### config.mk
export PLATFORM = sky130hd
export DESIGN_NAME = fetch_unit_flat
export DESIGN_NICKNAME = d
export VERILOG_FILES = /design/src/source/isa_pkg.sv /design/src/source/ctrl_pkg.sv /design/src/source/core_if.sv /design/src/source/fetch_unit.sv /design/src/flat_wrapper.sv
export SDC_FILE = /design/constraint.sdc
export NUM_CORES = 1
export LEC_CHECK = 0
export BUFFER_PORTS_ARGS = -buffer_cell sky130_fd_sc_hd__buf_2
export CAP_MARGIN = 20
export CELL_PAD_IN_SITES_DETAIL_PLACEMENT = 1
export CELL_PAD_IN_SITES_GLOBAL_PLACEMENT = 1
export CORE_ASPECT_RATIO = 1.25
export CORE_MARGIN = 1
export CORE_UTILIZATION = 30
export DETAILED_ROUTE_END_ITERATION = 12
export MAX_ROUTING_LAYER = met4
export PLACE_DENSITY_LB_ADDON = 0.12
export SYNTH_ARGS = -nofsm -noshare
export SYNTH_HDL_FRONTEND = slang
export SYNTH_SLANG_ARGS = --single-unit
### constraint.sdc
create_clock -name clk -period 1.23 [get_ports clk]
set_input_delay 0.123 -clock clk [delete_from_list [all_inputs] [get_ports clk]]
set_output_delay 0.123 -clock clk [all_outputs]
set_load 0.1 [all_outputs]
### src/source/isa_pkg.sv
`default_nettype none

package isa_pkg;

   typedef logic [7:0] word_t;                 // Data and address word

   // One nibble per instruction, high nibble of a byte first
   typedef enum logic [3:0] {
      OP_ADD  = 4'h0,                          // r0 = r1 + r2
      OP_SUB  = 4'h1,                          // r0 = r1 - r2
      OP_MUL  = 4'h2,                          // r0 = low byte of r1 * r2
      OP_NAND = 4'h3,                          // r0 = ~(r1 & r2)
      OP_SW01 = 4'h4,                          // Swap r0 and r1
      OP_SW12 = 4'h5,                          // Swap r1 and r2
      OP_SW23 = 4'h6,                          // Swap r2 and r3
      OP_BE   = 4'h7,                          // pc = r3 if r1 == r2
      OP_LDW  = 4'hC,                          // r2 = mem[r3]
      OP_STW  = 4'hD,                          // mem[r3] = r2
      OP_REF  = 4'hE                           // r0 = mem[0]
   } opcode_t;

   typedef logic [1:0] reg_idx_t;              // r0 to r3

   localparam int unsigned MAP_REG_BIT = 8;    // Map address bit for register space

endpackage

`default_nettype wire

### src/source/ctrl_pkg.sv
`default_nettype none

package ctrl_pkg;

   typedef enum logic [3:0] {
      IDLE,
      LOAD_REGS,                               // Soft start, fills r0 to r3
      FETCH,
      DECODE,
      EXEC_1,
      EXEC_2,
      EXEC_3
   } seq_state_t;

   typedef enum logic [3:0] {
      BUS_LOAD_ADDR,
      BUS_FETCH_ADDR,
      BUS_PC_INC,
      BUS_ADD,
      BUS_SUB,
      BUS_MUL,
      BUS_NAND,
      BUS_X01,
      BUS_X12,
      BUS_X23,
      BUS_R2,
      BUS_R3,
      BUS_MEM,
      BUS_ZERO
   } bus_src_t;

   // Bit 2 set takes bus, clear takes memory; low bits pick the register
   typedef logic [2:0] rb_sel_t;

endpackage

`default_nettype wire

### src/source/core_if.sv
`default_nettype none

interface core_if;
   import isa_pkg::*;
   import ctrl_pkg::*;

   // Control from the sequencer
   bus_src_t   bus_src;
   reg_idx_t   load_idx;
   rb_sel_t    rb_sel;
   logic       rb_we;
   logic       ir_we;
   logic       pc_we;
   logic       ale;                            // Address latch enable
   logic       mem_we;

   // Datapath
   word_t      bus;
   word_t      mem_rd;                         // Byte at the address latch
   word_t      pc;                             // Nibble address
   opcode_t    opcode;
   logic       z;                              // r1 == r2
   word_t      r0;
   word_t      r1;
   word_t      r2;
   word_t      r3;

   modport seq   (output bus_src, load_idx, rb_sel, rb_we, ir_we, pc_we, ale, mem_we,
                  input  opcode, z);
   modport exec  (output bus,
                  input  bus_src, load_idx, mem_rd, pc, r0, r1, r2, r3);
   modport regs  (output z, r0, r1, r2, r3,
                  input  bus, mem_rd, rb_sel, rb_we);
   modport fetch (output pc, opcode,
                  input  bus, mem_rd, ir_we, pc_we);
   modport mem   (output mem_rd,
                  input  bus, ale, mem_we);

endinterface

`default_nettype wire

### src/source/fetch_unit.sv
`default_nettype none

module fetch_unit #(
   parameter isa_pkg::word_t PC_START = 8'd8
) (
   input logic    clk,
   input logic    nRst,
   core_if.fetch  cif
);
   import isa_pkg::*;

   word_t      pc;
   opcode_t    ir;
   logic [3:0] nibble;

   assign nibble = cif.pc[0] ? cif.mem_rd[3:0] : cif.mem_rd[7:4];  // High nibble first

   always_ff @(posedge clk or negedge nRst) begin
      if (!nRst) begin
         pc <= PC_START;
         ir <= OP_ADD;
      end else begin
         if (cif.pc_we)
            pc <= cif.bus;
         if (cif.ir_we)
            ir <= opcode_t'(nibble);
      end
   end

   assign cif.pc     = pc;
   assign cif.opcode = ir;

endmodule

`default_nettype wire

### src/flat_wrapper.sv
// flat-port wrapper written by rule: the top's interface ports become plain ports
module fetch_unit_flat import isa_pkg::*;
#(
   parameter isa_pkg::word_t PC_START = 8'd8
)
  (clk, nRst, cif_pc, cif_opcode, cif_bus, cif_mem_rd, cif_ir_we, cif_pc_we);
  core_if cif_i ();
  input logic clk;
  input logic nRst;
  output wire logic [$bits(cif_i.pc)-1:0] cif_pc;
  output wire logic [$bits(cif_i.opcode)-1:0] cif_opcode;
  input wire logic [$bits(cif_i.bus)-1:0] cif_bus;
  input wire logic [$bits(cif_i.mem_rd)-1:0] cif_mem_rd;
  input wire logic [$bits(cif_i.ir_we)-1:0] cif_ir_we;
  input wire logic [$bits(cif_i.pc_we)-1:0] cif_pc_we;
  assign cif_pc = cif_i.pc;
  assign cif_opcode = cif_i.opcode;
  assign cif_i.bus = cif_bus;
  assign cif_i.mem_rd = cif_mem_rd;
  assign cif_i.ir_we = cif_ir_we;
  assign cif_i.pc_we = cif_pc_we;
  fetch_unit #(.PC_START(PC_START)) u_core (.clk(clk), .nRst(nRst), .cif(cif_i));
endmodule
* Yosys cells after proc, flatten, opt, wreduce, memory -nomap -nowiden
Index checks and enable logic that the tools add are counted.
W data, S select, Z words.
** Storage, ports and cells
- Bits of input ports :: 20
- ROM bits :: 0
- Bits in latches :: 0
- Output and inout port bits :: 12
- Logic and storage cells :: 3
- Bits in registers :: 12
- Memories kept :: 0
- Bits in writable memories :: 0
** Cells by class
- Div/mod/pow operators :: 0
- Reduce and logical (&&, ||, !) cells :: 0
- $lt $le $gt $ge :: 0
- Add/sub/neg operators :: 0
- Multiplexer cells :: 1
- Shifts and indexed selects :: 0
- Bitwise logic cells :: 0
- Multipliers :: 0
- Equality and inequality tests :: 0
** Operators by type and width (number)
- $mux W4 :: 1

* Logic depth before layout (Yosys ltp)
- Depth in word-level cells :: 1
- Mapped depth :: 3

* Worst setup path after synthesis
OpenSTA, ideal clock, no wires.
- Path kind :: register -> register
- From :: register u_core.pc[0], in the netlist u_core.cif.pc[0]
- To :: register u_core.ir[0], in the netlist u_core.cif.opcode[0]
- Data required time :: 1.105 ns
- Clock period less this slack :: 1.545 ns
- Buffers on the path :: 1
- Arrival :: 1.420 ns
- Stages on the path, launching flop included :: 4
- Slack :: -0.315 ns
- Cells stage by stage :: dfrtp_1 buf_4 mux2i_1 a21oi_1
** Between the ends
- Word-level cells in the longest chain between the ends :: 1
** RTL lines
- start, declared :: line fetch_unit.sv:12 : word_t pc;
- start signal, assigned :: line fetch_unit.sv:24 : pc <= cif.bus;
- $mux W4 :: line fetch_unit.sv:16 : assign nibble = cif.pc[0] ? cif.mem_rd[3:0] : cif.mem_rd[7:4];
- end signal, assigned :: line fetch_unit.sv:26 : ir <= opcode_t'(nibble);
- end, declared :: line fetch_unit.sv:13 : opcode_t ir;
Every way passes these cells.
A chain may end at the register's enable or synchronous reset.

* Worst setup path after layout
- From :: register u_core.pc[1], in the netlist u_core.cif.pc[1]
- To :: output cif_pc[1]
** RTL lines
- end, declared :: line flat_wrapper.sv:10 : output wire logic [$bits(cif_i.pc)-1:0] cif_pc;
No word-level cell between the ends.

==> flow_summary.toml <==
[worst_hold_path]
hold_end = "u_core.cif.pc[1]"
min_from = "cif_bus[1]"
hp-class = "input port to flop"
min_path_cells = 2

[routing]
drtPass1Iterations = 3
routedWlPerCell_um = 12.23
vias = 384
drt_iter0_drc = 3
drc = 0
drtAntennaViolNets = 0
vias_per_cell = 4.465
drt_wl_total_um = 1052

[final_layout]
nets = 89
design_area_sq_um = 752.0
antenna-diode-count = 0
final_cells = 86
drive_gt1_share_pct = 73.53
area_growth_pct = 44.47

[floorplanning]
fp.dieH_um = 48.57
rows = 16
die_area_sq_um = 1907
io_pins = 32
core-area_sq_um = 1602
die_w_um = 39.26
start_util_pct = 32.50

[grt]
grt_max_degree = 13
grt_pass1_wl_um = 1662
antenna_found_initial = 0
grt.total_usage_pct = 13.19
first_global_vias = 396
overflow = 0

[cts]
numCtsBuffers = 3
clkTransAtPathRegs_ns = 0.07
cts_tree = "done"
cts_resized = 0
cts_root_buffer = "clkbuf_4"
htreeDepth = 1
insertion_delay_ns = 0.26
cts_buffer_depth = 2
cts.sink_count = 12

[worst_setup_path]
cp-end-kind = "primary output"
r2r_cells = 1
slowest_stage = "buf_2"
cpPeakStageDelay_ns = 0.42
worstReg2RegEnd = "u_core.cif.pc[0]"
critical_path_class = "flop to primary output"
worstPathMaxFanout = 2
crit_chain = "buf_2"
critical_path_buf_inv_count = 1
arrival_ns = 1.05
worst-r2r-setup-slack_ns = 0.31
start_kind = "flop"
cp_top_family = "buffers and inverters"
worstSetupStartpoint = "u_core.cif.pc[1]"
cp.required_ns = 1.11
worstReg2RegStart = "u_core.cif.pc[0]"

[timing]
tightest_slew_ns = 0.4936
hold_violations = 0
rsz0062_at_grt = "false"
skew_ns = 0.005133
max-slew-margin-rel_pct = 67.32
whs_ns = 0.08178
fin_crit_sh_pct = 95.33
period_minus_slack_ns = 1.173
setup_tns_ns = 0
setup_viol = 0
fmax_mhz = 852.9
drv_slew = 0

[placement]
port_buffers = 31
place_area_sq_um = 715.7
hpwl_um = 863.5
place_congestion = 0.5616
place_inst = 81

[synth]
synth_cell_types = 9
synth.net_count = 55
ys_ff_latch = 12
yosys_warnings = 0
syn_inst = 35
syn_avg_cell_area_sq_um = 14.87
netlist_area_sq_um = 520.5
ys_seq_area_share_pct = 57.93

[power_and_ir_drop]
power.density_nw_per_um2 = 1625
peakVddDrop_mv = 0.7158
leakage_nw = 0.3830

[status]
status = "finished clean"

[run]
maxCapViolCount = 0
==> registers in the layout, summed over array words and instances, names as in the netlist <==
signal and cells:
u_core.cif.pc 8, u_core.cif.opcode 4
==> how the worst max path moves through the flow <==
stage / end / slack [ns] / cells past startpoint
3_5_place_dp: u_core.cif.pc[0] / 0.32 / 1
6_report: cif_pc[1] / 0.06 / 1
5_1_grt: cif_pc[6] / 0.008 / 1
4_1_cts: cif_pc[1] / 0.04 / 1
3_3_place_gp: u_core.cif.pc[0] / 0.32 / 1
2_1_floorplan: u_core.cif.opcode[1] / 0.02 / 2
==> power breakdown <==
| group | switching (mW) | leakage (nW) | total [mW] | internal (mW) |
|---|---|---|---|---|
| clock network | 0.115 | 0.0150 | 0.241 | 0.125 |
| logic | 0.377 | 0.238 | 0.504 | 0.127 |
| registers | 0.0315 | 0.130 | 0.476 | 0.445 |
==> cells in the mapped netlist (all sizes together) <==
master | number | area (sq um)
a21oi | 4 | 20.02
dfstp | 1 | 26.28
mux2 | 8 | 120.1
mux2i | 4 | 40.04
buf | 2 | 18.77
nor2 | 4 | 15.01
dfrtp | 11 | 275.3
clkbuf | 1 | 5.000
==> stage by stage <==
stage	power (mW)	util [%]	setup slack, ns
detailed placement	0.9908	44.69	0.3172
CTS	1.244	46.95	0.03714
floorplan	0.8775	-	0.02468
finish	1.222	46.95	0.05746
global route	1.283	46.95	0.007997
global placement	0.9858	44.69	0.3197
==> layout make-up <==
class,instances,area [sq um]
fillers,183,849.6
flip-flops and latches,12,312.8
multi-input cells,20,195.2
repair buffers,32,195.2
clock buffers,4,26.28
well taps,18,22.52
==> logic make-up after synthesis <==
kind of cell           count (synthesis)  synth area share [%]
multiplexers                          12                 30.77
flip-flops                            12                 57.93
AO/OA/AOI/OAI                          4                 3.846
AND/OR/NAND/NOR                        4                 2.884
buffers and inverters                  3                 4.567
==> timing repair <==
| action | CTS | global route |
|---|---|---|
| hold endpoints to repair | 12 | 0 |
| setup buffers | 0 | 0 |
| hold buffers | 1 | 0 |
==> per-layer routing <==
metal  up-vias  track usage [%]  wire length (um)  share of wire (%)
li1        184                -                 -                  -
met2        27            19.17               467                 44
met3         2            2.752               111                 11
met1       171            15.96               455                 43
met5         -                -                 0                  0
met4         0            8.621                17                1.6
==> cell usage in the layout, fill, tap and decap left out, types with 2 or more instances in the layout <==
| cell | count |
|---|---|
| buf_12 | 2 |
| nor2_1 | 4 |
| dfrtp_1 | 4 |
| mux2_4 | 8 |
| mux2i_1 | 4 |
| a21oi_1 | 4 |
| dfrtp_2 | 6 |
| buf_2 | 29 |
| clkbuf_4 | 3 |
(Power assumes the default switching activity.)
