### config.mk
export PLATFORM = sky130hd
export DESIGN_NAME = reg_file_flat
export DESIGN_NICKNAME = d
export VERILOG_FILES = /design/src/source/isa_pkg.sv /design/src/source/ctrl_pkg.sv /design/src/source/core_if.sv /design/src/source/reg_file.sv /design/src/flat_wrapper.sv
export SDC_FILE = /design/constraint.sdc
export NUM_CORES = 1
export LEC_CHECK = 0
export BUFFER_PORTS_ARGS = -buffer_cell sky130_fd_sc_hd__buf_2
export CORE_ASPECT_RATIO = 2
export CORE_MARGIN = 2
export CORE_UTILIZATION = 40
export CTS_BUF_LIST = sky130_fd_sc_hd__clkbuf_8
export DETAILED_ROUTE_END_ITERATION = 6
export PLACE_DENSITY = 0.69
export SETUP_SLACK_MARGIN = 0.02
export SYNTH_ARGS = -nofsm -noshare
export SYNTH_HDL_FRONTEND = slang
export SYNTH_SLANG_ARGS = --single-unit
### constraint.sdc
create_clock -name clk -period 2.35 [get_ports clk]
set_clock_uncertainty 0.1 [all_clocks]
set_input_delay 0.1175 -clock clk [delete_from_list [all_inputs] [get_ports clk]]
set_output_delay 0.1175 -clock clk [all_outputs]
set_load 0.02 [all_outputs]
### src/source/isa_pkg.sv
`default_nettype none

package isa_pkg;

   typedef logic [7:0] word_t;                 // Data and address word

   // One nibble per instruction, high nibble of a byte first
   typedef enum logic [3:0] {
      OP_ADD  = 4'h0,                          // r0 = r1 + r2
      OP_SUB  = 4'h1,                          // r0 = r1 - r2
      OP_MUL  = 4'h2,                          // r0 = low byte of r1 * r2
      OP_NAND = 4'h3,                          // r0 = ~(r1 & r2)
      OP_SW01 = 4'h4,                          // Swap r0 and r1
      OP_SW12 = 4'h5,                          // Swap r1 and r2
      OP_SW23 = 4'h6,                          // Swap r2 and r3
      OP_BE   = 4'h7,                          // pc = r3 if r1 == r2
      OP_LDW  = 4'hC,                          // r2 = mem[r3]
      OP_STW  = 4'hD,                          // mem[r3] = r2
      OP_REF  = 4'hE                           // r0 = mem[0]
   } opcode_t;

   typedef logic [1:0] reg_idx_t;              // r0 to r3

   localparam int unsigned MAP_REG_BIT = 8;    // Map address bit for register space

endpackage

`default_nettype wire

### src/source/ctrl_pkg.sv
`default_nettype none

package ctrl_pkg;

   typedef enum logic [3:0] {
      IDLE,
      LOAD_REGS,                               // Soft start, fills r0 to r3
      FETCH,
      DECODE,
      EXEC_1,
      EXEC_2,
      EXEC_3
   } seq_state_t;

   typedef enum logic [3:0] {
      BUS_LOAD_ADDR,
      BUS_FETCH_ADDR,
      BUS_PC_INC,
      BUS_ADD,
      BUS_SUB,
      BUS_MUL,
      BUS_NAND,
      BUS_X01,
      BUS_X12,
      BUS_X23,
      BUS_R2,
      BUS_R3,
      BUS_MEM,
      BUS_ZERO
   } bus_src_t;

   // Bit 2 set takes bus, clear takes memory; low bits pick the register
   typedef logic [2:0] rb_sel_t;

endpackage

`default_nettype wire

### src/source/core_if.sv
`default_nettype none

interface core_if;
   import isa_pkg::*;
   import ctrl_pkg::*;

   // Control from the sequencer
   bus_src_t   bus_src;
   reg_idx_t   load_idx;
   rb_sel_t    rb_sel;
   logic       rb_we;
   logic       ir_we;
   logic       pc_we;
   logic       ale;                            // Address latch enable
   logic       mem_we;

   // Datapath
   word_t      bus;
   word_t      mem_rd;                         // Byte at the address latch
   word_t      pc;                             // Nibble address
   opcode_t    opcode;
   logic       z;                              // r1 == r2
   word_t      r0;
   word_t      r1;
   word_t      r2;
   word_t      r3;

   modport seq   (output bus_src, load_idx, rb_sel, rb_we, ir_we, pc_we, ale, mem_we,
                  input  opcode, z);
   modport exec  (output bus,
                  input  bus_src, load_idx, mem_rd, pc, r0, r1, r2, r3);
   modport regs  (output z, r0, r1, r2, r3,
                  input  bus, mem_rd, rb_sel, rb_we);
   modport fetch (output pc, opcode,
                  input  bus, mem_rd, ir_we, pc_we);
   modport mem   (output mem_rd,
                  input  bus, ale, mem_we);

endinterface

`default_nettype wire

### src/source/reg_file.sv
`default_nettype none

module reg_file (
   input logic                clk,
   input logic                nRst,
   core_if.regs               cif,
   input isa_pkg::reg_idx_t   map_sel,
   output isa_pkg::word_t     map_reg
);
   import isa_pkg::*;

   word_t   regs [4];

   always_ff @(posedge clk or negedge nRst) begin
      if (!nRst) begin
         regs <= '{default: '0};
      end else if (cif.rb_we) begin
         if (cif.rb_sel[2])
            regs[cif.rb_sel[1:0]] <= cif.bus;
         else
            regs[cif.rb_sel[1:0]] <= cif.mem_rd;
      end
   end

   assign cif.r0  = regs[0];
   assign cif.r1  = regs[1];
   assign cif.r2  = regs[2];
   assign cif.r3  = regs[3];
   assign cif.z   = (regs[1] == regs[2]);      // Branch condition
   assign map_reg = regs[map_sel];

endmodule

`default_nettype wire

### src/flat_wrapper.sv
// flat-port wrapper written by rule: the top's interface ports become plain ports
module reg_file_flat import isa_pkg::*;
  (clk, nRst, map_sel, map_reg, cif_z, cif_r0, cif_r1, cif_r2, cif_r3, cif_bus, cif_mem_rd, cif_rb_sel, cif_rb_we);
  core_if cif_i ();
  input logic clk;
  input logic nRst;
  input isa_pkg::reg_idx_t map_sel;
  output isa_pkg::word_t map_reg;
  output wire logic [$bits(cif_i.z)-1:0] cif_z;
  output wire logic [$bits(cif_i.r0)-1:0] cif_r0;
  output wire logic [$bits(cif_i.r1)-1:0] cif_r1;
  output wire logic [$bits(cif_i.r2)-1:0] cif_r2;
  output wire logic [$bits(cif_i.r3)-1:0] cif_r3;
  input wire logic [$bits(cif_i.bus)-1:0] cif_bus;
  input wire logic [$bits(cif_i.mem_rd)-1:0] cif_mem_rd;
  input wire logic [$bits(cif_i.rb_sel)-1:0] cif_rb_sel;
  input wire logic [$bits(cif_i.rb_we)-1:0] cif_rb_we;
  assign cif_z = cif_i.z;
  assign cif_r0 = cif_i.r0;
  assign cif_r1 = cif_i.r1;
  assign cif_r2 = cif_i.r2;
  assign cif_r3 = cif_i.r3;
  assign cif_i.bus = cif_bus;
  assign cif_i.mem_rd = cif_mem_rd;
  assign cif_i.rb_sel = cif_rb_sel;
  assign cif_i.rb_we = cif_rb_we;
  reg_file u_core (.clk(clk), .nRst(nRst), .cif(cif_i), .map_sel(map_sel), .map_reg(map_reg));
endmodule
* Word-level counts from Yosys, hierarchy flattened
Index checks and enable logic that the tools add are counted.
** Word-level totals
- Word-level logic and storage cells :: 19
- Output and inout bits :: 41
- Bits in registers :: 32
** Cells by class
- Reduce and logical (&&, ||, !) cells :: 1
- Order comparisons :: 3
- Muxes and demuxes :: 8
- Eq/ne operators :: 1
- Bitwise logic cells :: 2
** Operators with widths (count)
- $bwmux 32 :: 2
- $mux 32 :: 1
- $mux 8 :: 3
- $bmux 8 s2 :: 1
- $demux 8 s2 :: 1
- $eq 8x8->1 :: 1
- $ge 3x3->1 const B :: 2
- $not 2->3 :: 2
- $lt 3x1->1 const B :: 1
- $logic_and 1x1->1 :: 1

* Depth between registers and ports, before layout
- Depth in word-level cells :: 7
- Gate-level depth with buffers :: 4
- Gate-level depth less buffers :: 3

* Worst setup path after synthesis
No wires, ideal clock.
- Path type :: register -> output
- Start :: register u_core.regs, in the netlist u_core.cif.r1[3]
- End :: output port cif_z
- Buffers on the path :: 0
- Data arrival time :: 1.042 ns
- Path slack :: 1.090 ns
- Required time :: 2.132 ns
- Cell stages (with the launch flop) :: 4
- Cell sequence :: dfrtp_1 > xnor2_1 > nand4_1 > nor2_1
** On the way
- Word-level cells in the longest chain between the ends :: 1
** Ends and longest elaborated chain
- start, declared :: RTL line reg_file.sv:12 : word_t regs [4];
- start signal, assigned by index :: RTL line reg_file.sv:19 : regs[cif.rb_sel[1:0]] <= cif.bus;
- start signal, assigned by index :: RTL line reg_file.sv:21 : regs[cif.rb_sel[1:0]] <= cif.mem_rd;
- $eq 8x8->1 :: RTL line reg_file.sv:29 : assign cif.z = (regs[1] == regs[2]);
- end, declared :: RTL line flat_wrapper.sv:9 : output wire logic [$bits(cif_i.z)-1:0] cif_z;
Every way passes these cells.

* Worst setup path in the final report
- Start :: register u_core.regs, in the netlist u_core.cif.r2[5]
- End :: output port map_reg[5]
** On the way
- Word-level cells in the longest chain between the ends :: 3
** Ends and longest elaborated chain
- $bmux 8 s2 :: RTL line reg_file.sv:30 : assign map_reg = regs[map_sel];
- $mux 8 (not written as such) (2 in a row) :: RTL line reg_file.sv:30
- end, declared :: RTL line flat_wrapper.sv:8 : output isa_pkg::word_t map_reg;
Every way passes these cells. The select of a mux whose other input is x is not followed.

==> flow_metrics.env <==
export IMPL_maxSlewHeadroom_pct=50.9
export IMPL_nets=223
export IMPL_worstMarginPinSlew_ns=0.735
export IMPL_synth_fp_nets=158
export IMPL_period_share_pct=66.3
export IMPL_layout_common_cells="buf_2, dfrtp_1, nand2_1, o21ai_0, nor2_1"
export IMPL_cp_end_kind="primary output"
export IMPL_vias=1238
export IMPL_drt_iter0_drc=15
export IMPL_clock_latency_ns=0.28
export IMPL_report_final_slew_viol_count=0
export IMPL_path_max_fanout=4
export IMPL_yosysTopAreaCell="dfrtp_1"
export IMPL_cts_tree="built"
export IMPL_clock_sinks=32
export IMPL_clock_root_buffer="clkbuf_8"
export IMPL_placementRows=31
export IMPL_cts_made_buffers=5
export IMPL_hold_ws_ns=0.0903
export IMPL_syn_area_um2=1530
export IMPL_grt_pass1_vias=1220
export IMPL_min_period_ns=1.56
export IMPL_die_h_um=91.4
export IMPL_synth_top_area_share_pct=52.5
export IMPL_cts_buffer_depth=2
export IMPL_antenna_cells=0
export IMPL_ys_seq_elements=32
export IMPL_synth_avg_cell_area_um2=11.4
export IMPL_grt_pass1_wl_um=5930
export IMPL_port_buffer_count=64
export IMPL_antenna_found_initial=0
export IMPL_synth_seq_area_share_pct=52.5
export IMPL_routed_wl_um=3720
export IMPL_p_total_mw=1.70
export IMPL_place_gp_congestion=0.789
export IMPL_routedWlPerCell_um=14.9
export IMPL_dr_pass1_iters=4
export IMPL_holdBufCountCts=1
export IMPL_die_w_um=47.7
export IMPL_ys_warnings_count=0
export IMPL_postRouteAntennaNets=0
export IMPL_hpwlAfterDp_um=2810
export IMPL_gr_total_overflow=0
export IMPL_peakVddDrop_uv=544
export IMPL_finalSetupViolations=0
export IMPL_final_hold_violation_count=0
export IMPL_synth_area_leaders="dfrtp_1, mux4_2, o21ai_0, nand2_1, mux2i_1"
export IMPL_arrival_ns=1.34
export IMPL_rsz0062_at_grt="false"
export IMPL_post_cts_setup_buffers=0
export IMPL_status="complete, no violations"
export IMPL_required_ns=2.13
export IMPL_dieArea_um2=4360
export IMPL_grtUsageTotal_pct=19.3
export IMPL_final_common_cell="buf_2"
export IMPL_maxCapViolCount=0
export IMPL_hold_class="in2reg"
export IMPL_h_tree_depth=2
export IMPL_cts_reportedPaths_clkPinSlew_ns=0.06
export IMPL_fin_setup_tns_ns=0
export IMPL_syn2layout_area_growth_pct=28.1
export IMPL_drive_above_1_share_pct=40.5
export IMPL_ctsResizeCount=0
export IMPL_leakagePower_nw=0.959
export IMPL_critPathKind="reg2out"
export IMPL_ys_types=16
export IMPL_drc=0
export IMPL_grt_max_degree=33
export IMPL_ioPinCount=65
export IMPL_cp_start_kind="flop"
export IMPL_clock_fmax_mhz=641
export IMPL_core_um2=3650
export IMPL_power_density_nw_per_um2=871
export IMPL_start_util_pct=41.9
export IMPL_via_per_inst=4.97
export IMPL_synthCells=134
cell usage after synthesis:
master    instances
nand4_1           2
nor3b_4           1
nor2_1            9
mux2i_1           8
xnor2_1           8
a21oi_2           2
buf_2             3
dfrtp_1          32
nand3b_1          2
nand2_1          24
mux4_2            8
buf_6             3
clkbuf_1          1
o21ai_0          24
a21oi_1           6
nand3_1           1
metal layers:
| layer | global-route usage, % | vias to the layer above | wire length [µm] |
|---|---|---|---|
| met4 | 7.66 | 0 | 88 |
| met1 | 21.8 | 587 | 1410 |
| met5 | 0 | - | 0 |
| li1 | - | 604 | - |
| met3 | 4.17 | 9 | 165 |
| met2 | 32.9 | 38 | 2050 |
logic make-up after synthesis:
| kind of cell | after synthesis | share of synthesized area (%) |
|---|---|---|
| AO/OA/AOI/OAI | 32 | 11.0 |
| multiplexers | 16 | 17.0 |
| buffers and inverters | 7 | 3.44 |
| AND/OR/NAND/NOR | 39 | 11.5 |
| flip-flops | 32 | 52.5 |
| XOR/XNOR | 8 | 4.59 |
path summary, 6_finish.rpt:
path / startpoint / endpoint / slack (ns) / cells after the start
max: u_core.cif.r2[5]$_DFFE_PN0P_ / map_reg[5] / 0.79 / 2
min in group asynchronous: nRst / u_core.cif.r3[2]$_DFFE_PN0P_ / 0.31 / 2
max reg2reg: u_core.cif.r1[6]$_DFFE_PN0P_ / u_core.cif.r1[6]$_DFFE_PN0P_ / 1.50 / 2
max in group asynchronous: nRst / u_core.cif.r0[4]$_DFFE_PN0P_ / 1.39 / 2
min: cif_mem_rd[5] / u_core.cif.r0[5]$_DFFE_PN0P_ / 0.09 / 3
min reg2reg: u_core.cif.r3[4]$_DFFE_PN0P_ / u_core.cif.r3[4]$_DFFE_PN0P_ / 0.40 / 2
final cells by class:
type                       count  area (µm²)
clock buffer                   6        82.6
clock inverter                 2        7.51
fill                         380        1690
multi-input combinational     95         673
sequential                    32         801
tap                           49        61.3
timing repair buffer          65         330
critical path, cell delays in order (launching register included):
cell     delay, ns
dfrtp_1       0.42
mux4_2        0.47
buf_2         0.17
state kept, by name, indices dropped and copies added, names as in the netlist:
name	flops
u_core.cif.r0	8
u_core.cif.r1	8
u_core.cif.r2	8
u_core.cif.r3	8
report_power, final:
part	internal [mW]	leakage (nW)	total (mW)	switching (mW)
combinational	0.221	0.517	0.546	0.324
clock	0.230	0.0538	0.415	0.186
sequential	0.647	0.388	0.742	0.0946
total	1.10	0.959	1.70	0.604
through the flow:
stage	instances	setup slack, ns	utilization, %	instance area (µm²)
final	249	0.791	53.6	1960
after global routing	249	0.731	53.6	1960
after CTS	249	0.782	53.6	1960
after detailed placement	240	0.984	50.9	1860
after global placement	240	1.00	50.9	1860
after floorplan	134	1.09	-	1530
Note: power is estimated with default switching activity, not from simulation.
