===== src/source/isa_pkg.sv =====
`default_nettype none

package isa_pkg;

   typedef logic [7:0] word_t;                 // Data and address word

   // One nibble per instruction, high nibble of a byte first
   typedef enum logic [3:0] {
      OP_ADD  = 4'h0,                          // r0 = r1 + r2
      OP_SUB  = 4'h1,                          // r0 = r1 - r2
      OP_MUL  = 4'h2,                          // r0 = low byte of r1 * r2
      OP_NAND = 4'h3,                          // r0 = ~(r1 & r2)
      OP_SW01 = 4'h4,                          // Swap r0 and r1
      OP_SW12 = 4'h5,                          // Swap r1 and r2
      OP_SW23 = 4'h6,                          // Swap r2 and r3
      OP_BE   = 4'h7,                          // pc = r3 if r1 == r2
      OP_LDW  = 4'hC,                          // r2 = mem[r3]
      OP_STW  = 4'hD,                          // mem[r3] = r2
      OP_REF  = 4'hE                           // r0 = mem[0]
   } opcode_t;

   typedef logic [1:0] reg_idx_t;              // r0 to r3

   localparam int unsigned MAP_REG_BIT = 8;    // Map address bit for register space

endpackage

`default_nettype wire


===== src/source/ctrl_pkg.sv =====
`default_nettype none

package ctrl_pkg;

   typedef enum logic [3:0] {
      IDLE,
      LOAD_REGS,                               // Soft start, fills r0 to r3
      FETCH,
      DECODE,
      EXEC_1,
      EXEC_2,
      EXEC_3
   } seq_state_t;

   typedef enum logic [3:0] {
      BUS_LOAD_ADDR,
      BUS_FETCH_ADDR,
      BUS_PC_INC,
      BUS_ADD,
      BUS_SUB,
      BUS_MUL,
      BUS_NAND,
      BUS_X01,
      BUS_X12,
      BUS_X23,
      BUS_R2,
      BUS_R3,
      BUS_MEM,
      BUS_ZERO
   } bus_src_t;

   // Bit 2 set takes bus, clear takes memory; low bits pick the register
   typedef logic [2:0] rb_sel_t;

endpackage

`default_nettype wire


===== src/source/core_if.sv =====
`default_nettype none

interface core_if;
   import isa_pkg::*;
   import ctrl_pkg::*;

   // Control from the sequencer
   bus_src_t   bus_src;
   reg_idx_t   load_idx;
   rb_sel_t    rb_sel;
   logic       rb_we;
   logic       ir_we;
   logic       pc_we;
   logic       ale;                            // Address latch enable
   logic       mem_we;

   // Datapath
   word_t      bus;
   word_t      mem_rd;                         // Byte at the address latch
   word_t      pc;                             // Nibble address
   opcode_t    opcode;
   logic       z;                              // r1 == r2
   word_t      r0;
   word_t      r1;
   word_t      r2;
   word_t      r3;

   modport seq   (output bus_src, load_idx, rb_sel, rb_we, ir_we, pc_we, ale, mem_we,
                  input  opcode, z);
   modport exec  (output bus,
                  input  bus_src, load_idx, mem_rd, pc, r0, r1, r2, r3);
   modport regs  (output z, r0, r1, r2, r3,
                  input  bus, mem_rd, rb_sel, rb_we);
   modport fetch (output pc, opcode,
                  input  bus, mem_rd, ir_we, pc_we);
   modport mem   (output mem_rd,
                  input  bus, ale, mem_we);

endinterface

`default_nettype wire


===== src/source/data_mem.sv =====
`default_nettype none

module data_mem (
   input logic             clk,
   core_if.mem             cif,
   input logic             map_load,
   input logic [8:0]       map_addr,
   input isa_pkg::word_t   map_in,
   input isa_pkg::word_t   map_reg,
   output isa_pkg::word_t  map_out,
   output logic            soft_start
);
   import isa_pkg::*;

   word_t   mem [256];
   word_t   addr;                              // Address latch
   logic    map_wr;

   assign soft_start = map_load & map_addr[MAP_REG_BIT];
   assign map_wr     = map_load & ~map_addr[MAP_REG_BIT];

   always_ff @(posedge clk) begin
      if (cif.ale)
         addr <= cif.bus;
      if (cif.mem_we)
         mem[addr] <= cif.bus;
      if (map_wr)
         mem[map_addr[7:0]] <= map_in;         // Map port wins on a clash
   end

   assign cif.mem_rd = mem[addr];
   assign map_out    = map_addr[MAP_REG_BIT] ? map_reg : mem[map_addr[7:0]];

endmodule

`default_nettype wire


===== src/flat_wrapper.sv =====
// flat-port wrapper written by rule: the top's interface ports become plain ports
module data_mem_flat import isa_pkg::*;
  (clk, map_load, map_addr, map_in, map_reg, map_out, soft_start, cif_mem_rd, cif_bus, cif_ale, cif_mem_we);
  core_if cif_i ();
  input logic clk;
  input logic map_load;
  input logic [8:0] map_addr;
  input isa_pkg::word_t map_in;
  input isa_pkg::word_t map_reg;
  output isa_pkg::word_t map_out;
  output logic soft_start;
  output wire logic [$bits(cif_i.mem_rd)-1:0] cif_mem_rd;
  input wire logic [$bits(cif_i.bus)-1:0] cif_bus;
  input wire logic [$bits(cif_i.ale)-1:0] cif_ale;
  input wire logic [$bits(cif_i.mem_we)-1:0] cif_mem_we;
  assign cif_mem_rd = cif_i.mem_rd;
  assign cif_i.bus = cif_bus;
  assign cif_i.ale = cif_ale;
  assign cif_i.mem_we = cif_mem_we;
  data_mem u_core (.clk(clk), .cif(cif_i), .map_load(map_load), .map_addr(map_addr), .map_in(map_in), .map_reg(map_reg), .map_out(map_out), .soft_start(soft_start));
endmodule

===== config.mk =====
export PLATFORM = sky130hd
export DESIGN_NAME = data_mem_flat
export DESIGN_NICKNAME = d
export VERILOG_FILES = /design/src/source/isa_pkg.sv /design/src/source/ctrl_pkg.sv /design/src/source/core_if.sv /design/src/source/data_mem.sv /design/src/flat_wrapper.sv
export SDC_FILE = /design/constraint.sdc
export NUM_CORES = 2
export LEC_CHECK = 0
export BUFFER_PORTS_ARGS = -buffer_cell sky130_fd_sc_hd__buf_4
export CAP_MARGIN = 10
export CORE_MARGIN = 4
export CORE_UTILIZATION = 58
export CTS_CLUSTER_DIAMETER = 80
export CTS_CLUSTER_SIZE = 12
export DETAILED_ROUTE_END_ITERATION = 10
export PLACE_DENSITY = 0.82
export SLEW_MARGIN = 20
export SYNTH_ARGS = -nofsm -noshare
export SYNTH_HDL_FRONTEND = slang
export SYNTH_SLANG_ARGS = --single-unit

===== constraint.sdc =====
create_clock -name clk -period 3.1 [get_ports clk]
set_clock_uncertainty 0.05 [all_clocks]
set_input_delay 0.155 -clock clk [delete_from_list [all_inputs] [get_ports clk]]
set_output_delay 0.155 -clock clk [all_outputs]
set_load 0.02 [all_outputs]

Yosys cells after proc, flatten, opt, wreduce, memory -nomap -nowiden
Memory sizes are Yosys's and may differ from the RTL's. A register that Yosys moved wholly into a read port is not among the register bits.
Index checks and enable logic that the tools add are counted.

cells by class
  muxes and demuxes = 6
  bitwise operators = 3

operators with widths
  kind               count
  8-bit two-way mux  2
  1-bit two-way mux  4
  1-bit bitwise AND  2
  1-bit NOT          1

storage, ports and cells
  bits in registers = 8
  memory bits (writable) = 2048
  output and inout port bits = 17
  word-level logic and storage cells = 11
  memories = 1

memory list
  name        depth  width  rd ports  clocked after memory_dff  wr ports  line            source
  u_core.mem  256    8      2         1                         2         data_mem.sv:15  word_t mem [256];

Longest topological paths before layout
  depth in word-level cells = 4
  gate-level depth with buffers = 12
  depth with buffers taken out = 7

Worst setup path before layout
No wires, ideal clock.

  kind = register -> output
  start = register (tool-made name)
  end = output port cif_mem_rd[0]
  arrival = 2.531 ns
  required time = 2.895 ns
  slack = 0.364 ns
  cell stages (with the launch flop) = 9
  path buffers = 3
  cell sequence = dfxtp_1 -> buf_2 -> clkbuf_1 -> buf_2 -> mux4_2 -> mux4_2 -> o22ai_1 -> a22oi_1 -> and4_1

RTL lines
  element    line                source
  to (decl)  flat_wrapper.sv:12  output wire logic [$bits(cif_i.mem_rd)-1:0] cif_mem_rd;

==> results_dict.tcl <==
set metrics [dict create \
    io_pins 54 \
    multi_input_area_sq_mm 0.0589 \
    cts_tree "built" \
    syn-num-nets 7535 \
    drt_pass1_iterations 8 \
    endpoint_kind "output pin" \
    syn-cell-area_sq_mm 0.123 \
    nets 8454 \
    rrSetupSlack_ps 160 \
    dieArea_sq_mm 0.220 \
    die_w_um 469 \
    maxSlewViolCount 0 \
    power.total_uw 65300 \
    dp.cells 10951 \
    yosys.area_share.simple_pct 2.96 \
    cts_buffer_depth 3 \
    setup_viol 16 \
    start_util_pct 58.3 \
    h-tree-depth 4 \
    drive_gt1_share_pct 62.5 \
    p_int_uw 47400 \
    worst_pin_slew_ps 1300 \
    antenna_found_initial 45 \
    instances_no_fill 11332 \
    cp_data_arrival_time_ps 4220 \
    area_growth_pct 18.3 \
    gr-total-overflow 0 \
    fin_crit_ps 4430 \
    wl_per_cell_um 45.0 \
    syn_inst 7498 \
    finalHoldViolCount 7 \
    totalWireLength_mm 510 \
    power_frac_clock_pct 34.5 \
    final.setup.worst_slack_ps -1330 \
    async_flop_share_pct 0 \
    slowest_stage "mux4_2" \
    numCtsBuffers 194 \
    yosysUniqueCellTypes 71 \
    grt_pass1_wl_mm 703 \
    syn_avg_cell_area_sq_um 16.5 \
    worstPathMaxFanout 2 \
    min_period_over_period_pct 143 \
    power_frac_seq_pct 47.3 \
    n_fill_cell 13498 \
    grt_use_total_pct 45.6 \
    p_sw_uw 17900 \
    grt_max_degree 113 \
    min_path_type "input pin to flop" \
    p_sw_share_pct 27.4 \
    drt-vias-per-instance 7.98 \
    pwr-share-comb_pct 18.2 \
    max_stage_delay_ps 560 \
    ys_ff_latch 2064 \
    cts.sinks 2064 \
    startpoint_type "flop" \
    clk_latency_ps 940 \
    rows 169 \
    die_h_um 469 \
    seqCellArea_sq_mm 0.0619 \
    vias 90420 \
    antenna_left 0 \
    core_area_sq_mm 0.212 \
    yosys-mux-area-fraction_pct 40.8 \
    pre_cts_slack_ps -1680 \
    violations "hold timing, setup timing" \
    powerDensity_mw_per_mm2 447 \
    required_ps 2890 \
    rsz0062_at_grt "yes" \
    leakage_uw 0.0487 \
    root_buffer "clkbuf_16" \
    io_buffer_count 53 \
    ys_dominant_reg_cell "edfxtp_1" \
    status "complete, but fails checks" \
    worstPathCellList "mux4_2, mux2i_1, buf_4, o32a_1, nand4_1, a2111o_1, a211oi_4, buf_4, a32oi_4, buf_6" \
    max_cap_viol_count 0 \
    routabilityCongestion 1.09 \
    synth_warnings 0 \
    first_global_vias 87041 \
    synth_top_family_by_area "multiplexers" \
    drc_errors 0 \
    critPathKind "flop to output pin" \
    yosysSeqAreaShare_pct 50.1 \
    fmax_mhz 226 \
    clkSlewWorstSetupHoldPaths_ps 60 \
    synth_compound_area_share_pct 2.94 \
    synthXorXnorAreaFrac_pct 0 \
    cpMostUsedCell "buf_4" \
    holdWs_ps -12.0 \
    dp.final_hpwl_mm 353 \
    slew_headroom_pct 13.5 \
    synthAdderAreaFrac_pct 0 \
    ir_worst_vdd_mv 0.663 \
    drt_iter0_drc 16731 \
    synth_edf_count 2056 \
]
## kinds of logic (layout without fill, tap and decap cells)
| group | Yosys count | in the layout |
|---|---|---|
| muxes | 3323 | 3323 |
| DFF | 2064 | 2064 |
| buffers and inverters | 901 | 1860 |
| and+or+nand+nor | 642 | 642 |
| AOI/OAI and AO/OA | 568 | 568 |
| other | 0 | 54 |
## routing by layer
metal	wire length (um)	part of all wire (%)	global-route usage [%]	up-vias
met2	215000	42	63.9	9321
li1	-	-	-	32918
met5	168	0.033	0.0216	-
met3	83400	16	18.2	2115
met1	164000	32	58.1	46040
met4	47700	9.4	31.7	26
## state kept, by name, summed over array words and instances (netlist names), named ones only
register / flops
u_core.addr: 8
u_core.mem: 2048
## final timing paths
check / start / endpoint / cells past startpoint
min reg2reg: u_core.addr[5]$_DFFE_PP_ / flop / 2
min: map_in[2] / u_core.mem[62][2]$_DFFE_PP_ / 2
max reg2reg: u_core.addr[1]$_DFFE_PP_ / u_core.mem[69][0]$_DFFE_PP_ / 6
max: u_core.mem[235][0]$_DFFE_PP_ / map_out[0] / 10
## area by class of cell
class	instances	area share, %
well taps	2821	2.42
repair buffers	1614	11.0
clock buffers	212	3.38
multi-input cells	4533	40.4
inverters	10	0.0291
clock inverters	24	0.314
flip-flops and latches	2064	42.4
diodes	54	0.0925
## cell usage in the layout (no fill, tap or decap), drive strengths merged, types with 9 or more instances in the layout
cell | netlist | routed
and3 | 10 | 10
buf | 266 | 1592
edfxtp | 2056 | 2056
nand3 | 50 | 50
dlygate4sd3 | 0 | 9
a22oi | 96 | 96
a31oi | 19 | 19
clkbuf | 625 | 225
a21oi | 30 | 30
o21ai | 177 | 177
nand2b | 15 | 15
mux2 | 2067 | 2067
nor2 | 171 | 171
nand2 | 272 | 272
clkinv | 1 | 14
nor2b | 23 | 23
o22ai | 155 | 155
a32oi | 12 | 12
diode | 0 | 54
a22o | 10 | 10
mux4 | 1165 | 1165
nor3 | 20 | 20
mux2i | 91 | 91
nand4 | 26 | 26
inv | 9 | 17
o211ai | 11 | 11
## synth_stat cells, types with 5 or more instances
cell type	instances	area share (%)
clkbuf_1	625	1.9
mux2_2	1982	18
a22o_1	10	0.071
a21oi_1	30	0.12
nor2_2	18	0.091
dfxtp_1	8	0.13
mux2_1	85	0.78
o211ai_1	11	0.067
edfxtp_1	2056	50
mux2i_1	91	0.74
buf_1	36	0.11
o22ai_1	155	0.79
nor2_1	78	0.24
buf_2	173	0.70
o21ai_0	176	0.71
or2_2	6	0.030
o32ai_1	6	0.043
nor2b_1	23	0.12
and4_1	7	0.050
nand2b_1	15	0.076
buf_4	50	0.30
buf_6	7	0.064
nor4_1	8	0.041
nor3_1	16	0.065
nand4_2	5	0.051
a31oi_1	19	0.096
o2111ai_1	5	0.035
and2_1	7	0.035
nand4_1	21	0.11
a32oi_1	12	0.085
nand2_1	232	0.71
mux4_2	1165	21
nand2_2	40	0.20
a22oi_1	96	0.58
nand3_1	50	0.20
and3_1	10	0.051
nor2_4	75	0.68
inv_1	7	0.021
a221oi_1	8	0.057
a211oi_1	7	0.043
## worst max-delay path, delay by kind of cell (launching register included)
kind                   cells  cell delay (ps)
AO/OA/AOI/OAI              4             1140
multiplexers               2              770
buffers and inverters      3              610
flip-flops                 1              410
AND/OR/NAND/NOR            1              360
## power by group through the flow
stage | Clock [uW] | Sequential, uW | Combinational (uW)
2_1_floorplan | 0 | 31400 | 5770
3_3_place_gp | 0 | 31500 | 10300
3_5_place_dp | 0 | 31500 | 10500
4_1_cts | 22400 | 30900 | 11200
5_1_grt | 23400 | 30900 | 11900
6_report | 22500 | 30900 | 11900
## timing repair
action / 4_1_cts / 5_1_grt
setup endpoints to repair: 16 / 16
gates cloned: 14 / 5
endpoints found under the hold margin: 212 / 0
pin swaps: 52 / 41
setup buffers: 58 / 21
resized for setup: 216 / 68
hold buffers: 9 / 0
## per-stage QoR
stage                     setup TNS [ps]  area, sq um  util, %
after floorplan                        0       123000        -
after global placement            -32030       138000     65.1
after detailed placement          -42040       138000     65.1
after CTS                         -14790       145000     68.6
after global routing              -15030       146000     68.9
final                             -15650       146000     68.9
No activity file was read; power rests on OpenSTA's default activity.
