### config.mk
export PLATFORM = sky130hd
export DESIGN_NAME = exec_unit_flat
export DESIGN_NICKNAME = d
export VERILOG_FILES = /design/src/source/isa_pkg.sv /design/src/source/ctrl_pkg.sv /design/src/source/core_if.sv /design/src/source/exec_unit.sv /design/src/flat_wrapper.sv
export SDC_FILE = /design/constraint.sdc
export NUM_CORES = 1
export LEC_CHECK = 0
export ABC_AREA = 1
export BUFFER_PORTS_ARGS = -buffer_cell sky130_fd_sc_hd__buf_2
export CORE_UTILIZATION = 62
export DETAILED_ROUTE_END_ITERATION = 6
export PLACE_DENSITY = 0.91
export SYNTH_ARGS = -nofsm -noshare
export SYNTH_HDL_FRONTEND = slang
export SYNTH_SLANG_ARGS = --single-unit
### constraint.sdc
create_clock -name vclk -period 9.6
set_input_delay 2.4 -clock vclk [all_inputs]
set_output_delay 2.4 -clock vclk [all_outputs]
set_load 0.01 [all_outputs]
### src/source/isa_pkg.sv
`default_nettype none

package isa_pkg;

   typedef logic [7:0] word_t;                 // Data and address word

   // One nibble per instruction, high nibble of a byte first
   typedef enum logic [3:0] {
      OP_ADD  = 4'h0,                          // r0 = r1 + r2
      OP_SUB  = 4'h1,                          // r0 = r1 - r2
      OP_MUL  = 4'h2,                          // r0 = low byte of r1 * r2
      OP_NAND = 4'h3,                          // r0 = ~(r1 & r2)
      OP_SW01 = 4'h4,                          // Swap r0 and r1
      OP_SW12 = 4'h5,                          // Swap r1 and r2
      OP_SW23 = 4'h6,                          // Swap r2 and r3
      OP_BE   = 4'h7,                          // pc = r3 if r1 == r2
      OP_LDW  = 4'hC,                          // r2 = mem[r3]
      OP_STW  = 4'hD,                          // mem[r3] = r2
      OP_REF  = 4'hE                           // r0 = mem[0]
   } opcode_t;

   typedef logic [1:0] reg_idx_t;              // r0 to r3

   localparam int unsigned MAP_REG_BIT = 8;    // Map address bit for register space

endpackage

`default_nettype wire

### src/source/ctrl_pkg.sv
`default_nettype none

package ctrl_pkg;

   typedef enum logic [3:0] {
      IDLE,
      LOAD_REGS,                               // Soft start, fills r0 to r3
      FETCH,
      DECODE,
      EXEC_1,
      EXEC_2,
      EXEC_3
   } seq_state_t;

   typedef enum logic [3:0] {
      BUS_LOAD_ADDR,
      BUS_FETCH_ADDR,
      BUS_PC_INC,
      BUS_ADD,
      BUS_SUB,
      BUS_MUL,
      BUS_NAND,
      BUS_X01,
      BUS_X12,
      BUS_X23,
      BUS_R2,
      BUS_R3,
      BUS_MEM,
      BUS_ZERO
   } bus_src_t;

   // Bit 2 set takes bus, clear takes memory; low bits pick the register
   typedef logic [2:0] rb_sel_t;

endpackage

`default_nettype wire

### src/source/core_if.sv
`default_nettype none

interface core_if;
   import isa_pkg::*;
   import ctrl_pkg::*;

   // Control from the sequencer
   bus_src_t   bus_src;
   reg_idx_t   load_idx;
   rb_sel_t    rb_sel;
   logic       rb_we;
   logic       ir_we;
   logic       pc_we;
   logic       ale;                            // Address latch enable
   logic       mem_we;

   // Datapath
   word_t      bus;
   word_t      mem_rd;                         // Byte at the address latch
   word_t      pc;                             // Nibble address
   opcode_t    opcode;
   logic       z;                              // r1 == r2
   word_t      r0;
   word_t      r1;
   word_t      r2;
   word_t      r3;

   modport seq   (output bus_src, load_idx, rb_sel, rb_we, ir_we, pc_we, ale, mem_we,
                  input  opcode, z);
   modport exec  (output bus,
                  input  bus_src, load_idx, mem_rd, pc, r0, r1, r2, r3);
   modport regs  (output z, r0, r1, r2, r3,
                  input  bus, mem_rd, rb_sel, rb_we);
   modport fetch (output pc, opcode,
                  input  bus, mem_rd, ir_we, pc_we);
   modport mem   (output mem_rd,
                  input  bus, ale, mem_we);

endinterface

`default_nettype wire

### src/source/exec_unit.sv
`default_nettype none

module exec_unit (
   core_if.exec   cif
);
   import isa_pkg::*;
   import ctrl_pkg::*;

   word_t   fetch_addr;

   assign fetch_addr = {1'b0, cif.pc[7:1]};    // Two nibbles per byte

   always_comb begin
      case (cif.bus_src)
         BUS_LOAD_ADDR:  cif.bus = {6'd0, cif.load_idx};
         BUS_FETCH_ADDR: cif.bus = fetch_addr;
         BUS_PC_INC:     cif.bus = cif.pc + 8'd1;
         BUS_ADD:        cif.bus = cif.r1 + cif.r2;
         BUS_SUB:        cif.bus = cif.r1 - cif.r2;
         BUS_MUL:        cif.bus = cif.r1 * cif.r2;  // Low byte only
         BUS_NAND:       cif.bus = ~(cif.r1 & cif.r2);
         BUS_X01:        cif.bus = cif.r0 ^ cif.r1;
         BUS_X12:        cif.bus = cif.r1 ^ cif.r2;
         BUS_X23:        cif.bus = cif.r2 ^ cif.r3;
         BUS_R2:         cif.bus = cif.r2;
         BUS_R3:         cif.bus = cif.r3;
         BUS_MEM:        cif.bus = cif.mem_rd;
         default:        cif.bus = '0;
      endcase
   end

endmodule

`default_nettype wire

### src/flat_wrapper.sv
// flat-port wrapper written by rule: the top's interface ports become plain ports
module exec_unit_flat import isa_pkg::*; import ctrl_pkg::*;
  (cif_bus, cif_bus_src, cif_load_idx, cif_mem_rd, cif_pc, cif_r0, cif_r1, cif_r2, cif_r3);
  core_if cif_i ();
  output wire logic [$bits(cif_i.bus)-1:0] cif_bus;
  input wire logic [$bits(cif_i.bus_src)-1:0] cif_bus_src;
  input wire logic [$bits(cif_i.load_idx)-1:0] cif_load_idx;
  input wire logic [$bits(cif_i.mem_rd)-1:0] cif_mem_rd;
  input wire logic [$bits(cif_i.pc)-1:0] cif_pc;
  input wire logic [$bits(cif_i.r0)-1:0] cif_r0;
  input wire logic [$bits(cif_i.r1)-1:0] cif_r1;
  input wire logic [$bits(cif_i.r2)-1:0] cif_r2;
  input wire logic [$bits(cif_i.r3)-1:0] cif_r3;
  assign cif_bus = cif_i.bus;
  assign cif_i.bus_src = cif_bus_src;
  assign cif_i.load_idx = cif_load_idx;
  assign cif_i.mem_rd = cif_mem_rd;
  assign cif_i.pc = cif_pc;
  assign cif_i.r0 = cif_r0;
  assign cif_i.r1 = cif_r1;
  assign cif_i.r2 = cif_r2;
  assign cif_i.r3 = cif_r3;
  exec_unit u_core (.cif(cif_i));
endmodule
# After elaboration in Yosys (flattened, before gate mapping)
# Cells that the tools add are included.
totals:
  ff_bits: 0
  latch_bits: 0
  ramBits: 0
  mem_bits_ro: 0
  in_bits: 54
  output_inout_bits: 8
  elab_cells: 23
  memories: 0
classes:
  add_sub_neg: 3
  multipliers: 1
  n_div: 0
  order_cmp: 0
  eq_ne: 12
  shift: 0
  muxes: 1
  bitwise_logic: 5
  n_reduce_logical: 1
op_table:
  columns: ["op", "n"]
  rows:
  - ["$pmux 8 s13", 1]
  - ["$xor 8x8->8", 3]
  - ["$eq 4x4->1 const B", 5]
  - ["$eq 4x3->1 const B", 4]
  - ["$add 8x1->8 const B", 1]
  - ["$add 8x8->8", 1]
  - ["$and 8x8->8", 1]
  - ["$eq 4x2->1 const B", 2]
  - ["$mul 8x8->8", 1]
  - ["$not 8->8", 1]
  - ["$sub 8x8->8", 1]
  - ["$eq 4x1->1 const B", 1]
  - ["$logic_not 4->1", 1]

# Longest topological paths before layout
depth:
  depth_word: 3
  depth_mapped: 22
  ltp_nobuf: 21

# Worst setup path after synthesis
# OpenSTA, ideal clock, no wires.
synth_timing:
  path_type: "input-to-output"
  startpoint: "in cif_r2[3]"
  endpoint: "out cif_bus[7]"
  arrival_ps: 5475
  setup_slack_ps: 1725
  cell_stages: 16
  n_path_buf: 1
  path_cell_list: "clkbuf_2 > nand2_1 > fa_1 > inv_1 > ha_1 > inv_1 > fa_1 > fa_1 > inv_1 > ha_1 > a21o_1 > a31oi_1 > inv_1 > nand2_1 > nand3_1 > nand2_1"
synth_between:
  elab_chain_len: 2
synth_lines:
  columns: ["element", "line_no", "text"]
  rows:
  - ["start: declaration", "flat_wrapper.sv:12", "input wire logic [$bits(cif_i.r2)-1:0] cif_r2;"]
  - ["$mul 8x8->8 (tied with other cells)", "exec_unit.sv:20", "BUS_MUL: cif.bus = cif.r1 * cif.r2;"]
  - ["$pmux 8 s13 (*)", "exec_unit.sv:14", "case (cif.bus_src)"]
  - ["end: declaration", "flat_wrapper.sv:5", "output wire logic [$bits(cif_i.bus)-1:0] cif_bus;"]
# Every way passes the cells marked *; elsewhere a longest branch is shown, timed or not.

# Worst setup path after layout
# Same ends and word-level chain as after synthesis.

==> impl_metrics.prom <==
# TYPE chip_impl_metric gauge
chip_impl_metric{name="synth_xor_xnor_area_share",unit="%"} 4.09
chip_impl_metric{name="worst-endpoint-arrival",unit="ps"} 5890
chip_impl_metric{name="yosys_warnings",unit=""} 0
chip_impl_metric{name="antenna_found_initial",unit=""} 0
chip_impl_info{name="min-delay-path-class",value="in -> out"} 1
chip_impl_metric{name="cap_viol_max_count",unit=""} 0
chip_impl_info{name="leading_cell_types_by_total_area_after_synthesis",value="sky130_fd_sc_hd__nand2_1 (19%), sky130_fd_sc_hd__inv_1 (15%), sky130_fd_sc_hd__ha_1 (13%)"} 1
chip_impl_info{name="ys_top_cells_by_count",value="sky130_fd_sc_hd__nand2_1 (131), sky130_fd_sc_hd__inv_1 (101), sky130_fd_sc_hd__nand3_1 (42), sky130_fd_sc_hd__nor2_1 (32), sky130_fd_sc_hd__ha_1 (26)"} 1
chip_impl_metric{name="syn-cell-area",unit="um^2"} 2570
chip_impl_metric{name="sw_share",unit="%"} 60.5
chip_impl_metric{name="die-height",unit="um"} 66.4
chip_impl_metric{name="fp.dieW",unit="um"} 66.4
chip_impl_metric{name="drt-wirelength-per-cell",unit="um"} 13.4
chip_impl_metric{name="hpwlAfterDp",unit="um"} 6380
chip_impl_metric{name="detailedPlace.worstSlack",unit="ps"} 1340
chip_impl_metric{name="timing.final.crit_share",unit="%"} 86.3
chip_impl_metric{name="yosysUniqueCellTypes",unit=""} 37
chip_impl_metric{name="cell_internal_pwr",unit="mW"} 0.0732
chip_impl_metric{name="seqPwrFrac",unit="%"} 0
chip_impl_metric{name="finalNonFillerCells",unit=""} 574
chip_impl_metric{name="clock_buffer_count",unit=""} 0
chip_impl_info{name="critical_path.cell_chain",value="buf_2, nand2_1, fa_1, inv_1, ha_1, inv_1, fa_1, fa_1, inv_1, ha_1, a21o_1, a31oi_1, nand3_1, nand3_1, nand2_1, buf_2"} 1
chip_impl_metric{name="vdd_ir_drop_max",unit="mV"} 0.0299
chip_impl_metric{name="drt-vias-per-instance",unit=""} 5.67
chip_impl_metric{name="area.sequential",unit="um^2"} 0
chip_impl_metric{name="clock.fmax",unit="MHz"} 121
chip_impl_metric{name="postSynthCellCount",unit=""} 471
chip_impl_metric{name="timing_hold_violations_final",unit=""} 0
chip_impl_metric{name="dr_drc_count",unit=""} 0
chip_impl_info{name="end_kind",value="output port"} 1
chip_impl_metric{name="antennaDiodeCount",unit=""} 0
chip_impl_metric{name="areaGrowthSynthToFinish",unit="%"} 12.5
chip_impl_info{name="run_status",value="finished, final reports clean"} 1
chip_impl_metric{name="setup-violations-final",unit=""} 0
chip_impl_metric{name="power.share.clock",unit="%"} 0
chip_impl_metric{name="gp_weighted_congestion",unit=""} 0.955
chip_impl_info{name="unrepaired_setup_endpoints_after_global_routing",value="false"} 1
chip_impl_metric{name="powerDensity",unit="nW/um^2"} 64.1
chip_impl_metric{name="postSynthNetCount",unit=""} 564
chip_impl_metric{name="core_region_area",unit="um^2"} 4000
chip_impl_metric{name="numSequentialCells",unit=""} 0
chip_impl_metric{name="drive_above_1_share",unit="%"} 16.0
chip_impl_metric{name="postCtsSetupRepairBufs",unit=""} 0
chip_impl_metric{name="gates_resized_cts_repair",unit=""} 0
chip_impl_metric{name="net-switching-power",unit="mW"} 0.112
chip_impl_metric{name="place.port_buffers",unit=""} 62
chip_impl_metric{name="grt_first_pass_wirelength",unit="um"} 12600
chip_impl_metric{name="synth_fa_ha_area_share",unit="%"} 22.8
chip_impl_info{name="worst_path_max_delay_cell",value="sky130_fd_sc_hd__fa_1"} 1
chip_impl_metric{name="totalNegativeSetupSlack",unit="ps"} 0
chip_impl_metric{name="design.final.nets",unit=""} 619
chip_impl_metric{name="total_placed_cells_including_tap_cells",unit=""} 574
chip_impl_metric{name="synth.avg_cell_area",unit="um^2"} 5.45
chip_impl_metric{name="delay_contributed_by_the_slowest_stage_of_the_critical_path",unit="ps"} 550
chip_impl_metric{name="overflow",unit=""} 0
chip_impl_metric{name="path_buf_inv",unit=""} 5
chip_impl_info{name="worstSetupPathType",value="in -> out"} 1
chip_impl_metric{name="p_leak",unit="nW"} 1.84
chip_impl_metric{name="detailedRoute.firstIterationViolations",unit=""} 277
chip_impl_metric{name="worst_ep_required_time",unit="ps"} 7200
chip_impl_metric{name="timing.max_slew.rel_slack",unit="%"} 23.3
chip_impl_metric{name="grt_max_degree",unit=""} 17
chip_impl_metric{name="cp.depth",unit=""} 16
chip_impl_info{name="synth_top_family_by_area",value="simple AND/OR/NAND/NOR gates"} 1
chip_impl_metric{name="std_cell_rows",unit=""} 23
chip_impl_info{name="critical_path.top_delay_family",value="adder cells"} 1
chip_impl_metric{name="final_period_minus_worst_setup_slack",unit="ps"} 8290
chip_impl_metric{name="groute.usage.overall",unit="%"} 37.2
chip_impl_metric{name="post_synth_mux_area_share",unit="%"} 0
chip_impl_metric{name="comb_power_share",unit="%"} 100.0
chip_impl_metric{name="layout_setup_ws",unit="ps"} 1310
chip_impl_metric{name="post_cts_hold_buffer_count",unit=""} 0
chip_impl_metric{name="holdWs",unit="ps"} 5200
chip_impl_metric{name="design.portCount",unit=""} 62
chip_impl_metric{name="vias_after_detailed_routing",unit=""} 3253
chip_impl_info{name="area_leader_netlist",value="sky130_fd_sc_hd__nand2_1"} 1
chip_impl_metric{name="vias_in_the_first_global_route",unit=""} 2927
chip_impl_metric{name="yosys.area.top_type_share",unit="%"} 19.2
chip_impl_metric{name="area_of_the_die",unit="um^2"} 4400
chip_impl_metric{name="timing_max_transition_violations_final",unit=""} 0
chip_impl_info{name="critical_path.startpoint",value="cif_r2[3]"} 1
chip_impl_metric{name="route.final.wire_length",unit="um"} 7720
chip_impl_metric{name="drt_first_pass_iters",unit=""} 5
chip_impl_metric{name="synth_compound_gate_area_share",unit="%"} 16.7
chip_impl_metric{name="worstPathMaxFanout",unit=""} 8
chip_impl_info{name="crit_end",value="cif_bus[7]"} 1
chip_impl_info{name="yosysMostFrequentCell",value="sky130_fd_sc_hd__nand2_1"} 1
chip_impl_metric{name="synth-simple-area-share",unit="%"} 38.6
chip_impl_metric{name="drtAntennaViolNets",unit=""} 0
chip_impl_info{name="critical_path_launch_point_type",value="input port"} 1
chip_impl_metric{name="max_slew.worst_pin.slew",unit="ps"} 1140
chip_impl_metric{name="yosysSeqAreaShare",unit="%"} 0
chip_impl_metric{name="initial_utilization",unit="%"} 64.2
chip_impl_metric{name="final_util",unit="%"} 72.2
[cell usage in the layout (no fill, tap or decap), drive strengths merged, types with 5 or more instances in the layout]
cell type | synthesis | final
fa | 13 | 13
o22ai | 7 | 7
nor2 | 36 | 36
nand3 | 42 | 42
or2 | 9 | 9
o2111ai | 5 | 5
a21oi | 16 | 16
buf | 8 | 62
nand2 | 133 | 133
o21ai | 32 | 32
inv | 108 | 108
xor2 | 8 | 8
ha | 26 | 26
nor3 | 8 | 8
[per-layer routing]
metal / GRT usage, % / up-vias / share of wire [%]
met5: 0 / - / 0
met1: 44.4 / 1435 / 39
met3: 2.41 / 40 / 8.7
met2: 67.6 / 191 / 47
li1: - / 1587 / -
met4: 16.2 / 0 / 4.8
[layout make-up]
| class | instances | area [um^2] |
|---|---|---|
| inverter | 108 | 405 |
| tap | 50 | 62.6 |
| fill | 375 | 1110 |
| multi-input combinational | 354 | 2110 |
| timing repair buffer | 62 | 310 |
[kinds of logic (layout without fill, tap and decap cells)]
family	count (synthesis)	after routing
simple gates	231	231
xor+xnor	12	12
fa+ha+maj	39	39
compound gates	72	72
buf+inv	117	170
[worst min-delay path, cell delays in order]
cell and delay [ps]:
sky130_fd_sc_hd__buf_2 100, sky130_fd_sc_hd__a21oi_1 70, sky130_fd_sc_hd__o2111ai_1 100, sky130_fd_sc_hd__buf_2 130
[how the worst min path moves through the flow]
stage	to	slack, ps	cells past startpoint	from
floorplan	cif_bus[3]	4980	2	cif_pc[4]
global placement	cif_bus[0]	5190	4	cif_pc[1]
detailed placement	cif_bus[0]	5200	4	cif_pc[1]
CTS	cif_bus[0]	5200	4	cif_pc[1]
global route	cif_bus[0]	5240	4	cif_pc[1]
finish	cif_bus[0]	5200	4	cif_pc[1]
[power by group through the flow]
stage	combinational, mW	clock (mW)	sequential (mW)
after detailed placement	0.182	0	0
after floorplan	0.130	0	0
after global placement	0.176	0	0
final	0.185	0	0
after CTS	0.183	0	0
after global routing	0.213	0	0
[stage by stage]
stage | power [mW] | cell area [um^2]
floorplan | 0.130 | 2570
global placement | 0.176 | 2890
detailed placement | 0.182 | 2890
CTS | 0.183 | 2890
global route | 0.213 | 2890
finish | 0.185 | 2890
No activity file was read; power rests on OpenSTA's default activity.
